### src/board_pkg.sv
////////////////////////////////////////////////////////////////////////////
// Shared widths and limits for the board glue on the 28 MHz domain.
// Samples are 15-bit signed two's complement, as the chipset DAC words.
// Seven-segment digits are active low, segment a in bit 0.
// Switch bit 0 was the PLL reset on the board and carries no function here.
////////////////////////////////////////////////////////////////////////////

package board_pkg;

  localparam int SAMPLE_W  = 15;   // Audio sample word, signed
  localparam int VOL_W     = 7;    // Volume register width
  localparam int VOL_MAX   = 100;  // Volume saturation ceiling
  localparam int VOL_SHIFT = 7;    // Scale shift after multiply
  localparam int TRACK_W   = 8;    // Floppy track number
  localparam int SEG_W     = 7;    // One display digit
  localparam int SW_W      = 10;   // Slide switch bank
  localparam int KEY_W     = 4;    // Push key bank, active low

  ////////////////////////////////////////////////////////////////////////////
  // Switch bank, seen as a raw word or as named configuration fields
  ////////////////////////////////////////////////////////////////////////////

  typedef union packed {
    logic [SW_W-1:0] raw;          // As sampled from the pins
    struct packed {
      logic       scandbl_off;     // Bit 9, 15 kHz video
      logic       joy_emu_en;      // Bit 8, keyboard joystick
      logic       exchan;          // Bit 7, swap left and right
      logic       mix;             // Bit 6, centered mix
      logic       boot_sel;        // Bit 5, flash boot location
      logic [3:0] ctrl_cfg;        // Bits 4..1, control block config
      logic       reserved;        // Bit 0, old PLL reset
    } f;
  } sw_bank_u;

endpackage

### src/board_config.sv
////////////////////////////////////////////////////////////////////////////
// Switch and key synchronizers, configuration decode and volume register.
// Keys are active low, key[3] steps the volume up and key[2] down.
// One step per press, taken on the synchronized falling edge.
// Both keys pressed in the same cycle cancel out.
// SYNC_STAGES must be at least 1.
////////////////////////////////////////////////////////////////////////////

module board_config
  import board_pkg::*;
#(
  parameter int SYNC_STAGES = 2,   // Synchronizer depth
  parameter int VOL_INIT    = 64   // Volume after reset
) (
  input  logic             clk_28,
  input  logic             pll_locked,
  input  logic [SW_W-1:0]  sw,
  input  logic [KEY_W-1:0] key,
  output logic             exchan,
  output logic             mix,
  output logic             scandbl_off,
  output logic             joy_emu_en,
  output logic             boot_sel,
  output logic [3:0]       ctrl_cfg,
  output logic [VOL_W-1:0] volume
);

  logic [SW_W-1:0]  sw_sr  [SYNC_STAGES];  // Switch flop chain
  logic [KEY_W-1:0] key_sr [SYNC_STAGES];  // Key flop chain
  sw_bank_u         sw_cfg;                // Synchronized switch word
  logic [1:0]       key_now;               // {up, down} synchronized
  logic [1:0]       key_last;              // {up, down} one cycle back
  logic             up_pulse;
  logic             dn_pulse;

  ////////////////////////////////////////////////////////////////////////////
  // Synchronizers
  ////////////////////////////////////////////////////////////////////////////

  always_ff @(posedge clk_28 or negedge pll_locked) begin
    if (!pll_locked) begin
      for (int i = 0; i < SYNC_STAGES; i++) begin
        sw_sr[i]  <= '0;                   // Switches read as off
        key_sr[i] <= '1;                   // Keys read as released
      end
    end else begin
      sw_sr[0]  <= sw;
      key_sr[0] <= key;
      for (int i = 1; i < SYNC_STAGES; i++) begin
        sw_sr[i]  <= sw_sr[i-1];
        key_sr[i] <= key_sr[i-1];
      end
    end
  end

  assign sw_cfg.raw = sw_sr[SYNC_STAGES-1];
  assign key_now    = key_sr[SYNC_STAGES-1][3:2];

  // Decoded levels, one register past the chain
  always_ff @(posedge clk_28 or negedge pll_locked) begin
    if (!pll_locked) begin
      exchan      <= 1'b0;
      mix         <= 1'b0;
      scandbl_off <= 1'b0;
      joy_emu_en  <= 1'b0;
      boot_sel    <= 1'b0;
      ctrl_cfg    <= '0;
    end else begin
      exchan      <= sw_cfg.f.exchan;
      mix         <= sw_cfg.f.mix;
      scandbl_off <= sw_cfg.f.scandbl_off;
      joy_emu_en  <= sw_cfg.f.joy_emu_en;
      boot_sel    <= sw_cfg.f.boot_sel;
      ctrl_cfg    <= sw_cfg.f.ctrl_cfg;
    end
  end

  ////////////////////////////////////////////////////////////////////////////
  // Press detect and saturating volume
  ////////////////////////////////////////////////////////////////////////////

  always_ff @(posedge clk_28 or negedge pll_locked) begin
    if (!pll_locked) begin
      key_last <= '1;
      up_pulse <= 1'b0;
      dn_pulse <= 1'b0;
    end else begin
      key_last <= key_now;
      up_pulse <= key_last[1] & ~key_now[1];  // High to low on key[3]
      dn_pulse <= key_last[0] & ~key_now[0];  // High to low on key[2]
    end
  end

  always_ff @(posedge clk_28 or negedge pll_locked) begin
    if (!pll_locked) begin
      volume <= VOL_W'(VOL_INIT);
    end else if (up_pulse && !dn_pulse && volume < VOL_MAX) begin
      volume <= volume + 1'b1;
    end else if (dn_pulse && !up_pulse && volume != '0) begin
      volume <= volume - 1'b1;
    end
  end

  a_vol_max : assert property (@(posedge clk_28) disable iff (!pll_locked)
    volume <= VOL_MAX);

  // Simultaneous presses must not move the level a cycle later
  a_vol_both : assert property (@(posedge clk_28) disable iff (!pll_locked)
    (up_pulse && dn_pulse) |=> $stable(volume));

endmodule

### src/audio_mixer.sv
////////////////////////////////////////////////////////////////////////////
// Two-stage audio path, one sample pair accepted every cycle.
// Stage 1 swaps and mixes, stage 2 scales by the volume live at that cycle.
// Shifts are arithmetic and round toward minus infinity.
// Latency is 2 cycles; no back-pressure.
////////////////////////////////////////////////////////////////////////////

module audio_mixer
  import board_pkg::*;
(
  input  logic                       clk_28,
  input  logic                       pll_locked,
  input  logic signed [SAMPLE_W-1:0] ldata,
  input  logic signed [SAMPLE_W-1:0] rdata,
  input  logic                       exchan,
  input  logic                       mix,
  input  logic        [VOL_W-1:0]    volume,
  output logic signed [SAMPLE_W-1:0] left_out,
  output logic signed [SAMPLE_W-1:0] right_out
);

  logic signed [SAMPLE_W-1:0] l_sel;   // After channel swap
  logic signed [SAMPLE_W-1:0] r_sel;
  logic signed [SAMPLE_W-1:0] l_s1;    // Stage 1 result
  logic signed [SAMPLE_W-1:0] r_s1;

  // Three quarters of own channel plus a quarter of the other
  function automatic logic signed [SAMPLE_W-1:0] mix_chan(
    input logic signed [SAMPLE_W-1:0] own,
    input logic signed [SAMPLE_W-1:0] other
  );
    return own - (own >>> 2) + (other >>> 2);  // Stays in range
  endfunction

  // Unsigned volume times signed sample, then drop VOL_SHIFT bits
  function automatic logic signed [SAMPLE_W-1:0] scale_chan(
    input logic signed [SAMPLE_W-1:0] smp,
    input logic        [VOL_W-1:0]    vol
  );
    logic signed [SAMPLE_W+VOL_W:0] prod;
    prod = smp * $signed({1'b0, vol});          // Zero-extend volume
    return prod[SAMPLE_W+VOL_SHIFT-1:VOL_SHIFT];
  endfunction

  ////////////////////////////////////////////////////////////////////////////
  // Stage 1, swap and mix
  ////////////////////////////////////////////////////////////////////////////

  assign l_sel = exchan ? rdata : ldata;
  assign r_sel = exchan ? ldata : rdata;

  always_ff @(posedge clk_28 or negedge pll_locked) begin
    if (!pll_locked) begin
      l_s1 <= '0;
      r_s1 <= '0;
    end else begin
      l_s1 <= mix ? mix_chan(l_sel, r_sel) : l_sel;
      r_s1 <= mix ? mix_chan(r_sel, l_sel) : r_sel;
    end
  end

  ////////////////////////////////////////////////////////////////////////////
  // Stage 2, volume scaling
  ////////////////////////////////////////////////////////////////////////////

  always_ff @(posedge clk_28 or negedge pll_locked) begin
    if (!pll_locked) begin
      left_out  <= '0;
      right_out <= '0;
    end else begin
      left_out  <= scale_chan(l_s1, volume);  // Volume of this cycle
      right_out <= scale_chan(r_s1, volume);
    end
  end

  // Unknown input or volume would show up here two cycles on
  a_out_known : assert property (@(posedge clk_28) disable iff (!pll_locked)
    !$isunknown({left_out, right_out}));

endmodule

### src/hex_display.sv
////////////////////////////////////////////////////////////////////////////
// Registered seven-segment encoder, hexadecimal font, active low.
// hex1:hex0 show the track number, hex3:hex2 show the volume.
// Latency is 1 cycle; all segments dark after reset.
////////////////////////////////////////////////////////////////////////////

module hex_display
  import board_pkg::*;
(
  input  logic               clk_28,
  input  logic               pll_locked,
  input  logic [TRACK_W-1:0] track,
  input  logic [VOL_W-1:0]   volume,
  output logic [SEG_W-1:0]   hex0,
  output logic [SEG_W-1:0]   hex1,
  output logic [SEG_W-1:0]   hex2,
  output logic [SEG_W-1:0]   hex3
);

  // Segment g in bit 6 down to a in bit 0, a zero lights it
  function automatic logic [SEG_W-1:0] seg_font(input logic [3:0] nib);
    case (nib)
      4'h0:    return 7'h40;
      4'h1:    return 7'h79;
      4'h2:    return 7'h24;
      4'h3:    return 7'h30;
      4'h4:    return 7'h19;
      4'h5:    return 7'h12;
      4'h6:    return 7'h02;
      4'h7:    return 7'h78;
      4'h8:    return 7'h00;              // Every segment lit
      4'h9:    return 7'h10;
      4'ha:    return 7'h08;
      4'hb:    return 7'h03;              // Lower case b
      4'hc:    return 7'h46;
      4'hd:    return 7'h21;              // Lower case d
      4'he:    return 7'h06;
      default: return 7'h0e;              // F
    endcase
  endfunction

  always_ff @(posedge clk_28 or negedge pll_locked) begin
    if (!pll_locked) begin
      hex0 <= '1;                                   // Dark
      hex1 <= '1;
      hex2 <= '1;
      hex3 <= '1;
    end else begin
      hex0 <= seg_font(track[3:0]);
      hex1 <= seg_font(track[TRACK_W-1:4]);
      hex2 <= seg_font(volume[3:0]);
      hex3 <= seg_font({1'b0, volume[VOL_W-1:4]});  // Top three bits only
    end
  end

  // Volume tops out at 100, so the high digit never reaches 7.
  // The other digits may legally light all segments.
  a_hex3_range : assert property (@(posedge clk_28) disable iff (!pll_locked)
    hex3 != seg_font(4'h7));

endmodule

### src/board_top.sv
////////////////////////////////////////////////////////////////////////////
// Board glue top, all logic on clk_28 with pll_locked as async reset.
// SD data-in comes from the card while its select is low, else the host.
// Synchronizer depth and reset volume are set here.
////////////////////////////////////////////////////////////////////////////

module board_top
  import board_pkg::*;
#(
  parameter int SYNC_STAGES = 2,   // Switch and key synchronizer depth
  parameter int VOL_INIT    = 64   // Volume after reset
) (
  input  logic                       clk_28,
  input  logic                       pll_locked,
  input  logic        [SW_W-1:0]     sw,           // Slide switches
  input  logic        [KEY_W-1:0]    key,          // Push keys, active low
  input  logic signed [SAMPLE_W-1:0] ldata,        // Left DAC word
  input  logic signed [SAMPLE_W-1:0] rdata,        // Right DAC word
  input  logic        [TRACK_W-1:0]  track,        // Floppy track number
  input  logic                       sd_cs_n,      // SD card select
  input  logic                       sd_dat,       // SD card MISO
  input  logic                       host_sdo,     // Host SPI data out
  output logic                       spi_di,       // SPI data to control block
  output logic signed [SAMPLE_W-1:0] left_out,
  output logic signed [SAMPLE_W-1:0] right_out,
  output logic        [SEG_W-1:0]    hex0,
  output logic        [SEG_W-1:0]    hex1,
  output logic        [SEG_W-1:0]    hex2,
  output logic        [SEG_W-1:0]    hex3,
  output logic                       scandbl_off,  // Scan doubler disable
  output logic                       joy_emu_en,   // Joystick emulation
  output logic                       boot_sel,     // Flash boot location
  output logic        [3:0]          ctrl_cfg      // Control block config
);

  logic             exchan;        // Swap left and right
  logic             mix;           // Centered mix
  logic [VOL_W-1:0] volume;

  assign spi_di = !sd_cs_n ? sd_dat : host_sdo;  // Card or host data-in

  board_config #(
    .SYNC_STAGES (SYNC_STAGES),
    .VOL_INIT    (VOL_INIT)
  ) u_config (
    .clk_28      (clk_28),
    .pll_locked  (pll_locked),
    .sw          (sw),
    .key         (key),
    .exchan      (exchan),
    .mix         (mix),
    .scandbl_off (scandbl_off),
    .joy_emu_en  (joy_emu_en),
    .boot_sel    (boot_sel),
    .ctrl_cfg    (ctrl_cfg),
    .volume      (volume)
  );

  audio_mixer u_audio (
    .clk_28     (clk_28),
    .pll_locked (pll_locked),
    .ldata      (ldata),
    .rdata      (rdata),
    .exchan     (exchan),
    .mix        (mix),
    .volume     (volume),
    .left_out   (left_out),
    .right_out  (right_out)
  );

  hex_display u_hex (
    .clk_28     (clk_28),
    .pll_locked (pll_locked),
    .track      (track),
    .volume     (volume),
    .hex0       (hex0),
    .hex1       (hex1),
    .hex2       (hex2),
    .hex3       (hex3)
  );

endmodule

### config.mk
export PLATFORM = sky130hd
export DESIGN_NAME = board_top
export DESIGN_NICKNAME = d
export VERILOG_FILES = /design/src/board_pkg.sv /design/src/board_config.sv /design/src/audio_mixer.sv /design/src/hex_display.sv /design/src/board_top.sv
export SDC_FILE = /design/constraint.sdc
export NUM_CORES = 1
export LEC_CHECK = 0
export ABC_AREA = 1
export BUFFER_PORTS_ARGS = -buffer_cell sky130_fd_sc_hd__buf_4
export CAP_MARGIN = 0
export CORE_ASPECT_RATIO = 0.6
export CORE_MARGIN = 1
export CORE_UTILIZATION = 57
export DETAILED_ROUTE_END_ITERATION = 7
export PLACE_DENSITY = 0.79
export SYNTH_ARGS = -nofsm -noshare
export SYNTH_HDL_FRONTEND = slang
export SYNTH_SLANG_ARGS = --single-unit
### constraint.sdc
create_clock -name clk_28 -period 4.2 [get_ports clk_28]
set_input_delay 0.42 -clock clk_28 [delete_from_list [all_inputs] [get_ports clk_28]]
set_output_delay 0.42 -clock clk_28 [all_outputs]
set_load 0.005 [all_outputs]
Yosys cells after proc, flatten, opt, wreduce, memory -nomap -nowiden
Memories as Yosys holds them, arrays and structs flattened. A register that Yosys moved wholly into a read port is not among the register bits.
Index checks and enable logic that the tools add are counted.
{"block": "classes", "n_reduce_logical": 12, "bitwise_logic": 4, "magnitude_cmp": 1, "n_addsub": 6, "n_mux": 7, "mul": 2}
{"operator": "two-way mux 15 bit", "count": 4}
{"operator": "multiplier 15 x 8 -> 22 bit", "count": 2}
{"operator": "adder 15 x 13 -> 15 bit", "count": 2}
{"operator": "subtractor 15 x 13 -> 15 bit", "count": 2}
{"operator": "two-way mux 7 bit", "count": 2}
{"operator": "adder 7 x 1 -> 7 bit (second input constant)", "count": 1}
{"operator": "less-than comparator 7 bit (second input constant)", "count": 1}
{"operator": "nonzero test 7 bit", "count": 1}
{"operator": "subtractor 7 x 1 -> 7 bit (second input constant)", "count": 1}
{"operator": "zero test 1 bit", "count": 6}
{"operator": "logical AND 1 bit", "count": 4}
{"operator": "bitwise AND 1 bit", "count": 2}
{"operator": "NOT 1 bit", "count": 2}
{"operator": "nonzero test 2 bit", "count": 1}
{"operator": "two-way mux 1 bit", "count": 1}
{"block": "word_totals", "regBits": 108, "memories": 4, "inputBits": 57, "mem_bits_ro": 392}
{"name": "(no name shown)", "words": 16, "word_bits": 7, "read_ports": 1, "rd_clocked_by_memory_dff": 1, "write_ports": 0, "line_no": "hex_display.sv:22", "rtl": "case (nib)"}
{"name": "(no name shown)", "words": 16, "word_bits": 7, "read_ports": 1, "rd_clocked_by_memory_dff": 1, "write_ports": 0, "line_no": "hex_display.sv:22"}
{"name": "(no name shown)", "words": 16, "word_bits": 7, "read_ports": 1, "rd_clocked_by_memory_dff": 1, "write_ports": 0, "line_no": "hex_display.sv:22"}
{"name": "(no name shown)", "words": 8, "word_bits": 7, "read_ports": 1, "rd_clocked_by_memory_dff": 1, "write_ports": 0, "line_no": "hex_display.sv:22"}

Depth between registers and ports, before layout
Gate-level depths: netlist of run 1.
{"block": "logic_depth", "depth_word": 5, "mapped_depth": 23, "ltp_nobuf": 21}

By module
From an unflattened synthesis of run 1, not the netlist that was laid out.
{"block": "hier_totals", "hier_cells": 2087, "hier_area_um2": 15753.9}
{"module": "audio_mixer", "area_each_um2": 12572.1, "cells_each": 1764, "n_inst": 1, "seq_area_each_um2": 1501.4}
{"module": "hex_display", "area_each_um2": 1677.9, "cells_each": 198, "n_inst": 1, "seq_area_each_um2": 735.7}
{"module": "board_config", "area_each_um2": 1488.9, "cells_each": 121, "n_inst": 1, "seq_area_each_um2": 1059.8}
{"module": "board_top", "area_each_um2": 15.0, "cells_each": 4, "n_inst": 1, "seq_area_each_um2": 0.0}

Worst setup path after synthesis of run 1
No wires, ideal clock.
{"block": "synth_path", "path_type": "register to register", "from": "register u_config.volume[3]", "to": "register u_audio.right_out[14]", "setup_ns": 0.116, "arrival_time_ns": 4.186, "required_ns": 4.084, "path_stages_with_launch": 20, "n_path_buf": 2, "setup_slack_ns": -0.102, "period_less_slack_ns": 4.302, "cell_sequence": "dfrtp_1 clkbuf_1 clkbuf_1 nand2_1 fa_1 inv_1 fa_1 fa_1 inv_1 fa_1 inv_1 ha_1 inv_1 o21ai_0 nor2_1 nor2_1 nor3_1 nand2_1 nand2_1 nand2_1"}
{"block": "synth_via", "elab_chain_cells": 1}
{"element": "start, declared", "line_no": "board_config.sv:25", "rtl": "output logic [VOL_W-1:0] volume"}
{"element": "start signal, assigned", "line_no": "board_config.sv:96", "rtl": "volume <= VOL_W'(VOL_INIT);"}
{"element": "start signal, assigned", "line_no": "board_config.sv:98", "rtl": "volume <= volume + 1'b1;"}
{"element": "start signal, assigned", "line_no": "board_config.sv:100", "rtl": "volume <= volume - 1'b1;"}
{"element": "multiplier 15 x 8 -> 22 bit", "line_no": "audio_mixer.sv:41", "rtl": "prod = smp * $signed({1'b0, vol});"}
{"element": "end signal, assigned", "line_no": "audio_mixer.sv:72", "rtl": "right_out <= scale_chan(r_s1, volume);"}
{"element": "end, declared", "line_no": "audio_mixer.sv:19", "rtl": "output logic signed [SAMPLE_W-1:0] right_out"}
Every way passes these cells.
A chain may end at the register's enable or synchronous reset.

Final worst setup path of run 1
{"block": "layout_path", "from": "register u_config.volume[3]", "to": "register u_audio.left_out[12]"}
{"block": "layout_via", "elab_chain_cells": 1}
{"element": "multiplier 15 x 8 -> 22 bit", "line_no": "audio_mixer.sv:41"}
{"element": "end signal, assigned", "line_no": "audio_mixer.sv:71", "rtl": "left_out <= scale_chan(l_s1, volume);"}
{"element": "end, declared", "line_no": "audio_mixer.sv:18", "rtl": "output logic signed [SAMPLE_W-1:0] left_out,"}
Every way passes these cells.

==> impl_summary.log, run 1 <==
INFO  metric status = finished, violations left
INFO  metric failed_checks = hold timing, setup timing
INFO  metric critical_path.max_fanout = 6
INFO  metric buffer_ports.inserted = 119
INFO  metric detail_route.wl_per_cell = 16.2 um
INFO  metric layout_worst_path_cycle_share = 1.00
INFO  metric rows = 46
INFO  metric max_freq = 238 MHz
INFO  metric synth.cell_area = 15,500 um^2
INFO  metric clock_path_buffers = 2
INFO  metric drc_marker_count_from_the_first_detailed_route_iteration = 1,184
INFO  metric post_layout_nonfiller_instances = 2,583
INFO  metric final-setup-viol-count = 1
INFO  metric drv_slew = 0
INFO  metric drt_first_pass_iters = 8
INFO  metric ys_types = 42
INFO  metric antenna_left = 0
INFO  metric synth-seq-cells = 130
INFO  metric synth_top_flop_cell = dfrtp_1
INFO  metric relSlewSlack = 0.210
INFO  metric clk_latency = 0.45 ns
INFO  metric area_growth_syn_to_layout = 23.0%
INFO  metric timing.setup.critical_path_class = reg2reg
INFO  metric post_route_cells_drive_above_1_share = 0.215
INFO  metric first_pass_grt_wire_length = 62,100 um
INFO  metric num-nets-final = 2,592
INFO  metric num_antenna_cells = 0
INFO  metric clock_skew = 0.0116 ns
INFO  metric wirelength = 41,700 um
INFO  metric place.detailed.hpwl = 30,800 um
INFO  metric cts_tree = built
INFO  metric timing.critical_path.from_type = register
INFO  metric hold_class = in2async
INFO  metric vias_per_cell = 5.31
INFO  metric commonest_non_fill_non_tap_cells_in_the_layout = inv_1 (543), nand2_1 (461), buf_4 (184), fa_1 (167), ha_1 (111)
INFO  metric layout.cells.most_common = inv_1
INFO  metric fin_ws = -0.00102 ns
INFO  metric core_box_area = 26,600 um^2
INFO  metric initial_antenna_violation_count = 0
INFO  metric asyncSetResetFlopFracSynth = 1.00
INFO  metric timing.critical_path.required = 4.53 ns
INFO  metric synth_fp_nets = 2,405
INFO  metric cap_viol_max_count = 0
INFO  metric end_kind = register
INFO  metric worst_ep_arrival_time = 4.53 ns
INFO  metric nFillCells = 1,926
INFO  metric initial_utilization = 0.583
INFO  metric synthCells = 2,023
INFO  metric post-route-util = 0.717
INFO  metric synth_edf_count = 0
INFO  metric grt_max_degree = 71
INFO  metric layout_min_cycle_time = 4.20 ns
INFO  metric post-route-drc-count = 0
INFO  metric gp_routability_congestion = 0.983
INFO  metric route.vias.total = 13,700
INFO  metric finalHoldViolCount = 13
INFO  metric dpl.cell_count = 2,528
INFO  metric grt-ovfl-total = 0
INFO  metric syn_area_cell = 7.67 um^2
INFO  metric cts.reportedPaths.clkPinSlew = 0.07 ns
INFO  metric die_area = 27,900 um^2
INFO  metric yosysWarningCount = 0
INFO  metric grt_setup_unrepaired = true
INFO  metric cts_root_buf = clkbuf_16
INFO  metric synth-seq-area-share = 0.213
INFO  metric cts.sink_count = 130
INFO  metric num_io_pins = 123
INFO  metric groute.usage.overall = 0.284
INFO  metric vias_in_the_first_global_route = 12,500
INFO  metric max_slew.worst_pin.slew = 1.17 ns
INFO  metric cts-htree-levels = 4
INFO  metric die-height = 130 um
INFO  metric die-width = 215 um
INFO  metric timing.hold.ws = -0.0194 ns
INFO  metric cts-buffers-inserted = 17
-- sequential cells by signal, indices dropped and copies added, names as in the netlist, 2 cells and up --
register / flops
u_audio.l_s1: 15
u_audio.left_out: 15
u_audio.r_s1: 15
u_audio.right_out: 15
u_config.sw_cfg: 9
u_config.sw_sr: 9
u_config.volume: 7
u_hex.hex0: 7
u_hex.hex1: 7
u_hex.hex2: 7
u_hex.hex3: 7
u_config.ctrl_cfg: 4
u_config.key_last: 2
u_config.key_now: 2
u_config.key_sr: 2
-- worst paths after layout --
check | from | cells after the start | slack (ns) | to
max | u_config.volume[3] | 19 | -0.001 | u_audio.left_out[12]
max reg2reg | u_config.volume[3] | 19 | -0.001 | u_audio.left_out[12]
min in group clk_28 | sw[8] | 1 | 0.07 | u_config.sw_sr[18]
min | pll_locked | 1 | -0.02 | u_audio.left_out[9]
min reg2reg | u_config.sw_cfg[5] | 0 | 0.35 | u_config.boot_sel
max in group asynchronous | pll_locked | 2 | 3.26 | u_hex.hex0[1]
-- worst max-delay path: stages (launching register included) --
cell and delay (ns):
dfrtp_2 0.43, buf_12 0.15, clkbuf_16 0.16, nand2_1 0.05, inv_1 0.06, fa_1 0.52
fa_1 0.44, fa_1 0.50, inv_1 0.05, fa_1 0.47, inv_1 0.06, ha_4 0.25
inv_2 0.11, o21ai_2 0.11, a21oi_2 0.22, nor2_4 0.07, nor3_4 0.18, nand2_1 0.08
nand2_1 0.09, nand2_1 0.08
-- through the flow --
stage | hold slack [ns] | cell area [um^2] | setup WS [ns] | TNS [ns]
5_1_grt | 0.0394 | 19100 | -0.121 | -0.843
3_3_place_gp | 0.332 | 17300 | 0.0247 | 0
3_5_place_dp | 0.335 | 17300 | -0.0336 | -0.0539
4_1_cts | 0.0103 | 17900 | 0.00854 | 0
2_1_floorplan | 0.124 | 15500 | -0.0119 | -0.0119
6_report | -0.0194 | 19100 | -0.00102 | -0.00102
-- cell families (layout without fill, tap and decap cells) --
kind of cell             count (synthesis)  in the layout  share of synthesized area
buffers and inverters                  603            803                      0.147
AO/OA/AOI/OAI                          196            196                     0.0692
adder cells (fa/ha/maj)                325            325                      0.351
AND/OR/NAND/NOR                        726            726                      0.195
flip-flops                             130            130                      0.213
multiplexers                             3              3                    0.00202
XOR/XNOR                                40             40                     0.0226
-- synth_stat cells, types with 21 or more instances --
library cell / count / share of area
inv_1: 561 / 0.14
nand2_1: 494 / 0.12
fa_1: 184 / 0.24
ha_1: 141 / 0.11
dfrtp_1: 95 / 0.15
nor2_1: 85 / 0.021
nand3_1: 81 / 0.026
a21oi_1: 75 / 0.024
o21ai_0: 70 / 0.023
dfstp_2: 35 / 0.059
clkbuf_1: 30 / 0.0073
nand2_2: 21 / 0.0085
xor2_1: 21 / 0.012
-- layer usage --
| layer | routed length (um) | GRT usage | vias up |
|---|---|---|---|
| li1 | - | - | 6369 |
| met1 | 18500 | 0.426 | 6608 |
| met2 | 18100 | 0.419 | 645 |
| met3 | 4160 | 0.0634 | 87 |
| met4 | 935 | 0.0689 | 0 |
| met5 | 0 | 0 | - |
-- what timing repair did --
item	CTS	global route
cloned	0	7
hold buffers	0	0
pin swaps	1	86
buffers inserted	0	17
gates resized for setup	7	218
setup endpoints to repair	5	25
-- cell type report --
cell class / instances / area (um^2) / area share
Tap cell: 360 / 450 / 0.0236
Timing Repair Buffer: 210 / 1810 / 0.0947
Multi-Input combinational cell: 1290 / 10800 / 0.568
Clock buffer: 18 / 439 / 0.0230
Clock inverter: 14 / 141 / 0.00741
Sequential cell: 130 / 3300 / 0.173
Inverter: 561 / 2110 / 0.111
Power of run 1 is left out: the tool's default activity adds up to more than one toggle a clock period on the data nets, which glitch-free logic cannot reach.
==> run 2, diff against run 1 <==
- TNS_END_PERCENT: default -> 20
==> run 2 against run 1 <==
  * The run ends with hold timing left
  * Count of clock-buffer cells in the layout unchanged
  * Cell area down 0.30%
  * Non-clock buffer count down 2
  * Fmax up 0.15%
  * Final cell count about the same
  * Flip-flop and latch count unchanged
  * Largest cell class unchanged
==> impl_summary.log, run 2 (synthesis results as in run 1) <==
INFO  metric status = finished, violations left
INFO  metric failed_checks = hold timing
INFO  metric worst_setup_path_startpoint = u_config.volume[2]
INFO  metric detailroute.wirelength.met3 = 4160 um (about the same)
INFO  metric layout_worst_path_cycle_share = 0.999 (-0.00154)
INFO  metric final-setup-viol-count = 0 (-1)
INFO  metric route.vias.total = 13,700 (-0.10%)
INFO  metric core_box_area = 26,600 um^2 (unchanged)
INFO  metric timing.hold.ws = -0.0227 ns (-0.00326 ns)
INFO  metric num_io_pins = 123 (unchanged)
INFO  metric max_freq = 238 MHz (+0.15%)
INFO  metric timing.critical_path.required = 4.56 ns (+0.03 ns)
INFO  metric wl_met1 = 18,400 um (-0.34%)
INFO  metric commonest_non_fill_non_tap_cells_in_the_layout = inv_1 (544), nand2_1 (462), buf_4 (183), fa_1 (168), ha_1 (111)
INFO  metric dpl_worst_slack = -0.0336 ns (unchanged)
INFO  metric cts_tree = built
INFO  metric critical_path.max_fanout = 6 (unchanged)
INFO  metric place.detailed.hpwl = 30,800 um (unchanged)
INFO  metric clk_latency = 0.45 ns (about the same)
INFO  metric area_growth_syn_to_layout = 22.7%
INFO  metric area.sequential = 3300 um^2 (unchanged)
INFO  metric worst_ep_arrival_time = 4.56 ns (+0.03 ns)
INFO  metric nFillCells = 1,951 (+1.3%)
INFO  metric grt_setup_unrepaired = true
INFO  metric first_pass_grt_wire_length = 62,100 um (unchanged)
INFO  metric rows = 46 (unchanged)
INFO  metric drv_slew = 0 (unchanged)
INFO  metric clock_path_buffers = 2 (unchanged)
INFO  metric routed.top_layer = met4
INFO  metric r2r_start = u_config.volume[2]
INFO  metric layout.cell_area.non_filler = 19,000 um^2 (-0.30%)
INFO  metric initial_antenna_violation_count = 0 (unchanged)
INFO  metric num-nets-final = 2,590 (-0.077%)
INFO  metric timing.critical_path.from_type = register
INFO  metric routed-wl-met2 = 18,000 um (-0.49%)
INFO  metric groute.usage.overall = 0.284 (unchanged)
INFO  metric relSlewSlack = 0.231 (+0.0204)
INFO  metric post-route-drc-count = 0 (unchanged)
INFO  metric vias_per_cell = 5.31 (about the same)
INFO  metric vias_in_the_first_global_route = 12,500 (unchanged)
INFO  metric die_area = 27,900 um^2 (unchanged)
INFO  metric cts.reportedPaths.clkPinSlew = 0.07 ns (about the same)
INFO  metric buffer_ports.inserted = 119 (unchanged)
INFO  metric die-height = 130 um (unchanged)
INFO  metric grt-ovfl-total = 0 (unchanged)
INFO  metric layout.cells.most_common = inv_1
INFO  metric antenna_left = 0 (unchanged)
INFO  metric cap_viol_max_count = 0 (unchanged)
INFO  metric placedInstanceArea = 17,300 um^2 (unchanged)
INFO  metric post_route_cells_drive_above_1_share = 0.212 (-0.00251)
INFO  metric fin_ws = 0.00545 ns (+0.00647 ns)
INFO  metric cts_root_buf = clkbuf_16
INFO  metric wirelength = 41,600 um (-0.31%)
INFO  metric drc_marker_count_from_the_first_detailed_route_iteration = 1,343 (+13%)
INFO  metric cts.sink_count = 130 (unchanged)
INFO  metric end_kind = register
INFO  metric max_slew.worst_pin.slew = 1.14 ns (-0.0303 ns)
INFO  metric clock_skew = 0.0120 ns (+0.000409 ns)
INFO  metric totalNegativeSetupSlack = 0 ns (+0.00102 ns)
INFO  metric initial_utilization = 0.583 (unchanged)
INFO  metric multiInputGateArea = 10,800 um^2 (-0.35%)
INFO  metric detail_route.wl_per_cell = 16.1 um (-0.23%)
INFO  metric cts-htree-levels = 4 (unchanged)
INFO  metric timing.setup.critical_path_class = reg2reg
INFO  metric drt_first_pass_iters = 7 (-1)
INFO  metric finalHoldViolCount = 15 (+2)
INFO  metric hold_class = in2async
INFO  metric num_antenna_cells = 0 (unchanged)
INFO  metric grt_max_degree = 71 (unchanged)
INFO  metric die-width = 215 um (unchanged)
INFO  metric layout_min_cycle_time = 4.19 ns (-0.00647 ns)
INFO  metric gp_routability_congestion = 0.983 (unchanged)
INFO  metric cts-buffers-inserted = 17 (unchanged)
==> run 2: area by class of cell <==
class | instances | area share
inverters | 561 | 0.111
clock buffers | 18 | 0.0231
repair buffers | 208 | 0.0940
clock inverters | 14 | 0.00743
multi-input cells | 1290 | 0.567
well taps | 360 | 0.0237
flip-flops and latches | 130 | 0.174
==> run 2: per-layer routing <==
| layer | vias to the layer above | track usage |
|---|---|---|
| met5 | - | 0 |
| met4 | 0 | 0.0689 |
| met3 | 76 | 0.0634 |
| met2 | 652 | 0.419 |
| met1 | 6606 | 0.426 |
| li1 | 6361 | - |
==> run 2: critical path, stage by stage, from the launching register on <==
cell and delay [ns]:
dfrtp_2 0.41, buf_12 0.12, clkbuf_16 0.15, nand2_1 0.08
fa_1 0.55, inv_1 0.06, fa_2 0.47, fa_1 0.48
inv_1 0.05, fa_1 0.47, inv_1 0.06, ha_4 0.31
nand2_2 0.11, nor2_2 0.18, nand4_1 0.17, nand2_2 0.16
buf_4 0.13, xor2_1 0.14
==> run 2: worst paths after layout <==
kind / to / cells after the start / slack, ns
worst max-delay path: u_audio.right_out[6] / 17 / 0.005
worst min-delay path: u_audio.left_out[9] / 1 / -0.02
worst max register to register: u_audio.right_out[6] / 17 / 0.005
worst min register to register: u_config.boot_sel / 0 / 0.35
max in group asynchronous: u_hex.hex0[1] / 2 / 3.26
min in group clk_28: u_config.sw_sr[18] / 1 / 0.07
==> run 2: what timing repair did <==
| item | CTS | global route |
|---|---|---|
| gates cloned | 0 | 7 |
| hold buffers | 0 | 0 |
| resized for setup | 7 | 208 |
| pin swaps | 1 | 80 |
| setup endpoints to repair | 5 | 25 |
| buffers inserted | 0 | 15 |
==> run 2: metrics by stage <==
| step | instances | util |
|---|---|---|
| 2_1_floorplan | 2023 | - |
| 3_3_place_gp | 2528 | 0.649 |
| 3_5_place_dp | 2528 | 0.649 |
| 4_1_cts | 2560 | 0.672 |
| 5_1_grt | 2581 | 0.715 |
| 6_report | 2581 | 0.715 |
Power of run 2 is left out for the same reason.
